[config.mk]
export PLATFORM = sky130hd
export DESIGN_NAME = boot_stream_top
export DESIGN_NICKNAME = d
export VERILOG_FILES = /design/src/hw/boot_pkg.sv /design/src/hw/boot_stream_top.sv /design/src/hw/flash_streamer.sv /design/src/hw/uart_tx.sv /design/src/hw/spi_master.sv
export SDC_FILE = /design/constraint.sdc
export NUM_CORES = 1
export LEC_CHECK = 0
export ABC_AREA = 0
export CORE_UTILIZATION = 40
export DETAILED_ROUTE_END_ITERATION = 8
export DONT_BUFFER_PORTS = 1
export PLACE_DENSITY_LB_ADDON = 0.1
export SLEW_MARGIN = 20
export SYNTH_ARGS = -nofsm -noshare
export SYNTH_HDL_FRONTEND = slang
export SYNTH_HIERARCHICAL = 1
export SYNTH_SLANG_ARGS = --single-unit
[constraint.sdc]
create_clock -name clk -period 2.38 [get_ports clk]
set_input_delay 0.119 -clock clk [delete_from_list [all_inputs] [get_ports clk]]
set_output_delay 0.119 -clock clk [all_outputs]
set_load 0.02 [all_outputs]
[src/hw/boot_pkg.sv]
`default_nettype none

package boot_pkg;

   // Number of address bytes after the opcode, sent MSB first
   localparam int ADDR_BYTES = 3;

   // Standard SPI flash slow read
   localparam logic [7:0] FLASH_READ_CMD = 8'h03;

   // Default timing, overridden from the top level
   localparam int DEF_SCK_HALF     = 2;   // clk cycles per SCK half period
   localparam int DEF_CLKS_PER_BIT = 16;  // clk cycles per UART bit

   // Boot read request from the host
   typedef struct packed {
      logic [8*ADDR_BYTES-1:0] addr;  // Start address in flash
      logic [7:0]              len;   // Byte count, 0 means 256
   } boot_req_t;

endpackage

`default_nettype wire
[src/hw/boot_stream_top.sv]
`timescale 1ns/1ps
`default_nettype none

module boot_stream_top import boot_pkg::*; #(
   parameter int sck_half     = DEF_SCK_HALF,
   parameter int clks_per_bit = DEF_CLKS_PER_BIT
) (
   input  logic      clk,
   input  logic      arst_n,
   input  logic      start,
   input  boot_req_t req,
   output logic      busy,
   output logic      done,
   output logic      spi_sck,
   output logic      spi_cs_l,
   output logic      spi_mosi,
   input  logic      spi_miso,
   output logic      uart_txd
);

   logic       spi_go;
   logic [7:0] spi_tx;
   logic       spi_done;
   logic [7:0] spi_rx;
   logic       tx_go;
   logic [7:0] tx_byte;
   logic       tx_busy;

   flash_streamer streamer (
      .clk      (clk),
      .arst_n   (arst_n),
      .start    (start),
      .req      (req),
      .busy     (busy),
      .done     (done),
      .spi_cs_l (spi_cs_l),
      .spi_go   (spi_go),
      .spi_tx   (spi_tx),
      .spi_done (spi_done),
      .spi_rx   (spi_rx),
      .tx_go    (tx_go),
      .tx_byte  (tx_byte),
      .tx_busy  (tx_busy)
   );

   spi_master #(
      .sck_half (sck_half)
   ) spi (
      .clk        (clk),
      .arst_n     (arst_n),
      .go         (spi_go),
      .tx         (spi_tx),
      .busy       (),   // Streamer tracks its own byte in flight
      .done_pulse (spi_done),
      .rx         (spi_rx),
      .sck        (spi_sck),
      .mosi       (spi_mosi),
      .miso       (spi_miso)
   );

   uart_tx #(
      .clks_per_bit (clks_per_bit)
   ) uart (
      .clk    (clk),
      .arst_n (arst_n),
      .go     (tx_go),
      .data   (tx_byte),
      .busy   (tx_busy),
      .txd    (uart_txd)
   );

endmodule

`default_nettype wire

[src/hw/flash_streamer.sv]
`timescale 1ns/1ps
`default_nettype none

module flash_streamer import boot_pkg::*; (
   input  logic       clk,
   input  logic       arst_n,
   input  logic       start,
   input  boot_req_t  req,
   output logic       busy,
   output logic       done,
   output logic       spi_cs_l,
   output logic       spi_go,
   output logic [7:0] spi_tx,
   input  logic       spi_done,
   input  logic [7:0] spi_rx,
   output logic       tx_go,
   output logic [7:0] tx_byte,
   input  logic       tx_busy
);

   localparam int AW = 8 * ADDR_BYTES;
   localparam int IW = (ADDR_BYTES > 1) ? $clog2(ADDR_BYTES) : 1;

   typedef enum logic [2:0] {
      ST_IDLE,
      ST_CMD,
      ST_ADDR,
      ST_DATA,
      ST_DRAIN
   } state_t;

   state_t        state;
   logic [AW-1:0] addr_sh;     // Top byte goes out next
   logic [IW-1:0] addr_idx;
   logic [8:0]    remaining;   // 1 to 256 bytes
   logic          spi_pend;    // SPI byte in flight
   logic          buf_full;
   logic [7:0]    buf_byte;

   assign busy    = (state != ST_IDLE);
   assign tx_go   = buf_full && !tx_busy;
   assign tx_byte = buf_byte;

   // Next SPI byte, one at a time
   always_comb begin
      spi_go = 1'b0;
      spi_tx = 8'h00;   // Dummy byte during data phase
      if (!spi_pend) begin
         case (state)
            ST_CMD: begin
               spi_go = 1'b1;
               spi_tx = FLASH_READ_CMD;
            end
            ST_ADDR: begin
               spi_go = 1'b1;
               spi_tx = addr_sh[AW-1 -: 8];
            end
            ST_DATA: spi_go = !buf_full;   // Hold off while UART is behind
            default: spi_go = 1'b0;
         endcase
      end
   end

   always_ff @(posedge clk or negedge arst_n) begin
      if (!arst_n) begin
         state     <= ST_IDLE;
         spi_cs_l  <= 1'b1;
         addr_idx  <= '0;
         remaining <= '0;
         spi_pend  <= 1'b0;
         buf_full  <= 1'b0;
         done      <= 1'b0;
      end else begin
         done <= 1'b0;
         if (spi_go)
            spi_pend <= 1'b1;
         else if (spi_done)
            spi_pend <= 1'b0;
         if (tx_go)
            buf_full <= 1'b0;

         case (state)
            ST_IDLE: begin
               if (start) begin
                  state     <= ST_CMD;
                  spi_cs_l  <= 1'b0;
                  addr_idx  <= '0;
                  remaining <= (req.len == 8'd0) ? 9'd256 : {1'b0, req.len};
               end
            end
            ST_CMD: begin
               if (spi_done)
                  state <= ST_ADDR;
            end
            ST_ADDR: begin
               if (spi_done) begin
                  addr_idx <= addr_idx + 1'b1;
                  if (addr_idx == IW'(ADDR_BYTES - 1))
                     state <= ST_DATA;
               end
            end
            ST_DATA: begin
               if (spi_done) begin
                  buf_full  <= 1'b1;
                  remaining <= remaining - 9'd1;
                  if (remaining == 9'd1) begin
                     spi_cs_l <= 1'b1;   // Last byte in, release flash
                     state    <= ST_DRAIN;
                  end
               end
            end
            ST_DRAIN: begin
               // Wait for the last frame to clear the wire
               if (!buf_full && !tx_busy) begin
                  done  <= 1'b1;
                  state <= ST_IDLE;
               end
            end
            default: state <= ST_IDLE;
         endcase
      end
   end

   always_ff @(posedge clk) begin
      if (state == ST_IDLE && start)
         addr_sh <= req.addr;
      else if (state == ST_ADDR && spi_done)
         addr_sh <= addr_sh << 8;
      if (state == ST_DATA && spi_done)
         buf_byte <= spi_rx;
   end

endmodule

`default_nettype wire

[src/hw/uart_tx.sv]
`timescale 1ns/1ps
`default_nettype none

module uart_tx import boot_pkg::*; #(
   parameter int clks_per_bit = DEF_CLKS_PER_BIT
) (
   input  logic       clk,
   input  logic       arst_n,
   input  logic       go,
   input  logic [7:0] data,
   output logic       busy,
   output logic       txd
);

   localparam int CW = (clks_per_bit > 1) ? $clog2(clks_per_bit) : 1;

   logic [CW-1:0] bit_cnt;
   logic [3:0]    bit_idx;   // 0 is the start bit, 9 the stop bit
   logic [9:0]    frame;

   // Frame fills with ones as it shifts, so the line rests at mark
   assign txd = frame[0];

   always_ff @(posedge clk or negedge arst_n) begin
      if (!arst_n) begin
         busy    <= 1'b0;
         frame   <= '1;
         bit_cnt <= '0;
         bit_idx <= '0;
      end else if (!busy) begin
         if (go) begin
            busy    <= 1'b1;
            frame   <= {1'b1, data, 1'b0};   // Stop, data LSB first, start
            bit_cnt <= '0;
            bit_idx <= '0;
         end
      end else if (bit_cnt == CW'(clks_per_bit - 1)) begin
         bit_cnt <= '0;
         frame   <= {1'b1, frame[9:1]};
         if (bit_idx == 4'd9) begin
            busy <= 1'b0;   // End of stop bit
         end else begin
            bit_idx <= bit_idx + 4'd1;
         end
      end else begin
         bit_cnt <= bit_cnt + 1'b1;
      end
   end

endmodule

`default_nettype wire

[src/hw/spi_master.sv]
`timescale 1ns/1ps
`default_nettype none

module spi_master import boot_pkg::*; #(
   parameter int sck_half = DEF_SCK_HALF
) (
   input  logic       clk,
   input  logic       arst_n,
   input  logic       go,
   input  logic [7:0] tx,
   output logic       busy,
   output logic       done_pulse,
   output logic [7:0] rx,
   output logic       sck,
   output logic       mosi,
   input  logic       miso
);

   localparam int HW = (sck_half > 1) ? $clog2(sck_half) : 1;

   logic [HW-1:0] half_cnt;
   logic [3:0]    edge_cnt;   // Counts SCK edges, 16 per byte
   logic [7:0]    shreg;
   logic          miso_bit;   // Held from the rising edge
   logic          half_end;

   assign half_end = (half_cnt == HW'(sck_half - 1));

   // Mode 0, MSB first, line parked low between bytes
   assign mosi = busy & shreg[7];

   always_ff @(posedge clk or negedge arst_n) begin
      if (!arst_n) begin
         busy       <= 1'b0;
         done_pulse <= 1'b0;
         sck        <= 1'b0;
         half_cnt   <= '0;
         edge_cnt   <= '0;
      end else begin
         done_pulse <= 1'b0;
         if (!busy) begin
            if (go) begin
               busy     <= 1'b1;
               half_cnt <= '0;
               edge_cnt <= '0;
            end
         end else if (half_end) begin
            half_cnt <= '0;
            sck      <= ~sck;
            edge_cnt <= edge_cnt + 4'd1;
            // Eighth falling edge closes the byte with SCK back low
            if (sck && edge_cnt == 4'd15) begin
               busy       <= 1'b0;
               done_pulse <= 1'b1;
            end
         end else begin
            half_cnt <= half_cnt + 1'b1;
         end
      end
   end

   // Sample on the rise, shift on the fall so mosi is stable while SCK is high
   always_ff @(posedge clk) begin
      if (!busy && go) begin
         shreg <= tx;
      end else if (busy && half_end) begin
         if (!sck) begin
            miso_bit <= miso;
         end else begin
            shreg <= {shreg[6:0], miso_bit};
            if (edge_cnt == 4'd15)
               rx <= {shreg[6:0], miso_bit};   // Valid with done_pulse
         end
      end
   end

endmodule

`default_nettype wire

==> flow_metrics.env <==
export IMPL_powerDensity_nw_per_um2=583.5
export IMPL_syn_inst=354
export IMPL_rows=38
export IMPL_port_buffers=0
export IMPL_switching_share_pct=19.86
export IMPL_cts_hold_buf=29
export IMPL_nFillCells=1025
export IMPL_pwr_share_clk_pct=42.1
export IMPL_grt_ovfl_total=0
export IMPL_cts_tree="yes"
export IMPL_critical_path_class="register to register"
export IMPL_p_switching_w=0.0006008
export IMPL_cp_start_kind="register"
export IMPL_timing_final_crit_share_pct=80.79
export IMPL_ys_seq_area_share_pct=57.17
export IMPL_antenna_found_initial=0
export IMPL_drc=0
export IMPL_cts_setup_buffers=0
export IMPL_netlist_top_cells_count="edfxtp_1 (49), dfrtp_1 (34), mux2_4 (25), o21ai_0 (23), nand2_1 (19)"
export IMPL_wire_per_inst_um=15.28
export IMPL_synthSimpleGateAreaFrac_pct=15.30
export IMPL_p_leak_nw=1.970
export IMPL_area_delta_synth_final_pct=14.67
export IMPL_async_reset_ff_share_pct=47.31
export IMPL_setup_viol=0
export IMPL_dieHeight_um=108.3
export IMPL_synth_compound_area_share_pct=10.04
export IMPL_synth_avg_cell_area_um2=12.77
export IMPL_core_um2=10940
export IMPL_hold_violations=0
export IMPL_synth_seq_cells=93
export IMPL_worstSkewPairLatency_ps=340
export IMPL_fin_skew_ps=8.242
export IMPL_rsz0062_at_grt="false"
export IMPL_maxCapViolations=0
export IMPL_placed_cells=484
export IMPL_synth_nets=397
export IMPL_cts_buffers=9
export IMPL_min_path_type="input pin to register"
export IMPL_cts_root_buffer="clkbuf_16"
export IMPL_yosys_area_share_adder_pct=1.937
export IMPL_critical_path_max_fanout=12
export IMPL_ant_nets=0
export IMPL_htree_levels=3
export IMPL_diodes=0
export IMPL_max_freq_mhz=520.1
export IMPL_max_vdd_ir_drop_v=0.0003890
export IMPL_syn_cell_area_um2=4522
export IMPL_setup_tns_ps=0
export IMPL_synthMuxAreaShare_pct=10.35
export IMPL_ios=42
export IMPL_yosysMostFrequentCell="edfxtp_1"
export IMPL_grtUsageTotal_pct=15.17
export IMPL_netlist_area_leader_share_pct=32.54
export IMPL_grt_start_max_net_pins=45
export IMPL_power_frac_comb_pct=2.2
export IMPL_die_area_um2=11730
export IMPL_grt_pass1_wl_mm=13.39
export IMPL_slew_headroom_pct=60.49
export IMPL_power_frac_seq_pct=55.7
export IMPL_synth_edf_count=49
export IMPL_final_max_slew_viol_count=0
export IMPL_status="finished clean"
export IMPL_hold_ws_ps=18.69
export IMPL_clkSlewWorstSetupHoldPaths_ps=60
export IMPL_wl_mm=8.084
export IMPL_die_w_um=108.3
export IMPL_worst_pin_slew_ps=590.6
export IMPL_synthFlopType="edfxtp_1"
export IMPL_power_w=0.003026
export IMPL_drive_above_1_share_pct=19.79
export IMPL_nNetsFinal=427
export IMPL_p_int_w=0.002425
export IMPL_vias=2768
export IMPL_ys_top_cells_by_area="edfxtp_1 (33%), dfrtp_1 (19%), mux2_4 (8.3%)"
export IMPL_avgViaCountPerCell=5.233
export IMPL_synth_top_family_by_area="simple AND/OR/NAND/NOR gates"
export IMPL_clk_path_buf_depth=2
export IMPL_clkSinkCount=93
export IMPL_place_gp_congestion=0.7188
export IMPL_grt_pass1_vias=2675
export IMPL_firstDrtPassIters=4
export IMPL_dp_hpwl_mm=5.247
export IMPL_initialDrtViolationCount=134
export IMPL_final_instance_count_excl_fill=529
export IMPL_synth_xor_area_share_pct=0.7748
export IMPL_fin_crit_ps=1923
export IMPL_cp_required_ps=2460
export IMPL_start_util_pct=41.35
export IMPL_worstSetupEndpointType="register"
export IMPL_synth_top_area_cell="edfxtp_1"
export IMPL_cts_resized=0
export IMPL_ys_warn_count=6
export IMPL_ys_types=66
export IMPL_worstPathArrival_ps=2010
flip-flops by register name, indices dropped and copies added, names as in the netlist, 2 cells and up:
register / cells
streamer/addr_sh: 24
spi/rx: 8
streamer/tx_byte: 8
streamer/addr_idx: 2
uart/bit_idx: 4
streamer/state: 3
uart/bit_cnt: 4
spi/edge_cnt: 4
spi/shreg: 8
streamer/remaining: 9
uart/frame: 9
critical path, stage by stage, from the launching register on:
cell	delay [ps]
dfrtp_1	580
nor2_1	100
nor4_1	290
nor2b_2	190
buf_4	200
mux2_4	310
per-layer routing:
metal | GRT usage, % | vias up | share of wire, %
li1 | - | 1371 | -
met1 | 18.36 | 1338 | 45
met2 | 24.93 | 51 | 49
met3 | 4.762 | 8 | 4.3
met4 | 6.467 | 0 | 1.1
met5 | 0 | - | 0
layout make-up:
| cell class | instances | area [µm²] | share of cell area [%] |
|---|---|---|---|
| clock inverters | 5 | 27.53 | 0.5309 |
| well taps | 140 | 175.2 | 3.378 |
| flip-flops and latches | 93 | 2585 | 49.86 |
| inverters | 10 | 37.54 | 0.7239 |
| clock buffers | 11 | 232.7 | 4.488 |
| multi-input cells | 230 | 1737 | 33.49 |
| repair buffers | 40 | 390.4 | 7.529 |
through the flow:
stage | cell area (µm²) | setup slack [ps] | utilization [%]
floorplan | 4522 | 441.0 | -
CTS | 5185 | 448.8 | 47.41
finish | 5185 | 457.2 | 47.41
global placement | 4617 | 464.0 | 42.22
global route | 5185 | 312.2 | 47.41
detailed placement | 4617 | 439.1 | 42.22
path summary, 6_finish.rpt:
kind | start | to | slack, ps | depth (start not counted)
min reg2reg | spi/rx[1]$_DFFE_PP_ | streamer/tx_byte[1]$_DFFE_PP_ | 410 | 0
max in group asynchronous | arst_n | streamer/spi_cs_l$_DFFE_PN1P_ | 1820 | 2
max | streamer/state[0]$_DFFE_PN0P_ | spi/shreg[0]$_DFFE_PP_ | 460 | 5
min | req[13] | streamer/addr_sh[5]$_SDFFCE_PP0P_ | 20 | 1
max reg2reg | streamer/state[0]$_DFFE_PN0P_ | spi/shreg[0]$_DFFE_PP_ | 460 | 5
min in group asynchronous | arst_n | uart/bit_idx[3]$_DFFE_PN0P_ | 280 | 2
layout by cell type, fill, tap and decap left out, drive strengths merged, types with 5 or more instances in the layout:
| cell | netlist | routed |
|---|---|---|
| edfxtp | 49 | 49 |
| dfrtp | 34 | 34 |
| o21ai | 29 | 29 |
| dlygate4sd3 | 0 | 28 |
| mux2 | 27 | 27 |
| nand2 | 20 | 20 |
| nand3 | 19 | 19 |
| nor2 | 18 | 18 |
| a21oi | 14 | 14 |
| buf | 13 | 12 |
| and3 | 12 | 12 |
| clkbuf | 8 | 11 |
| inv | 10 | 10 |
| dfstp | 10 | 10 |
| and2 | 8 | 8 |
| ha | 7 | 7 |
| mux2i | 7 | 7 |
| nor2b | 5 | 5 |
| nor3 | 5 | 5 |
| nor4 | 5 | 5 |
power groups by stage:
stage | Combinational (W) | Sequential [W] | Clock, W
floorplan | 0.00000853 | 0.00172 | 0
global placement | 0.00000754 | 0.00172 | 0
detailed placement | 0.00000761 | 0.00172 | 0
CTS | 0.0000678 | 0.00169 | 0.00132
global route | 0.0000742 | 0.00168 | 0.00137
finish | 0.0000666 | 0.00169 | 0.00127
cell families (layout without fill, tap and decap cells):
| group | Yosys count | after routing |
|---|---|---|
| adders and majority gates | 7 | 7 |
| DFF | 93 | 93 |
| buffers and inverters | 31 | 66 |
| muxes | 34 | 34 |
| and+or+nand+nor | 113 | 113 |
| xor gates and xnor gates | 4 | 4 |
| AOI/OAI and AO/OA | 72 | 72 |
Power figures use the tool's default switching activity.
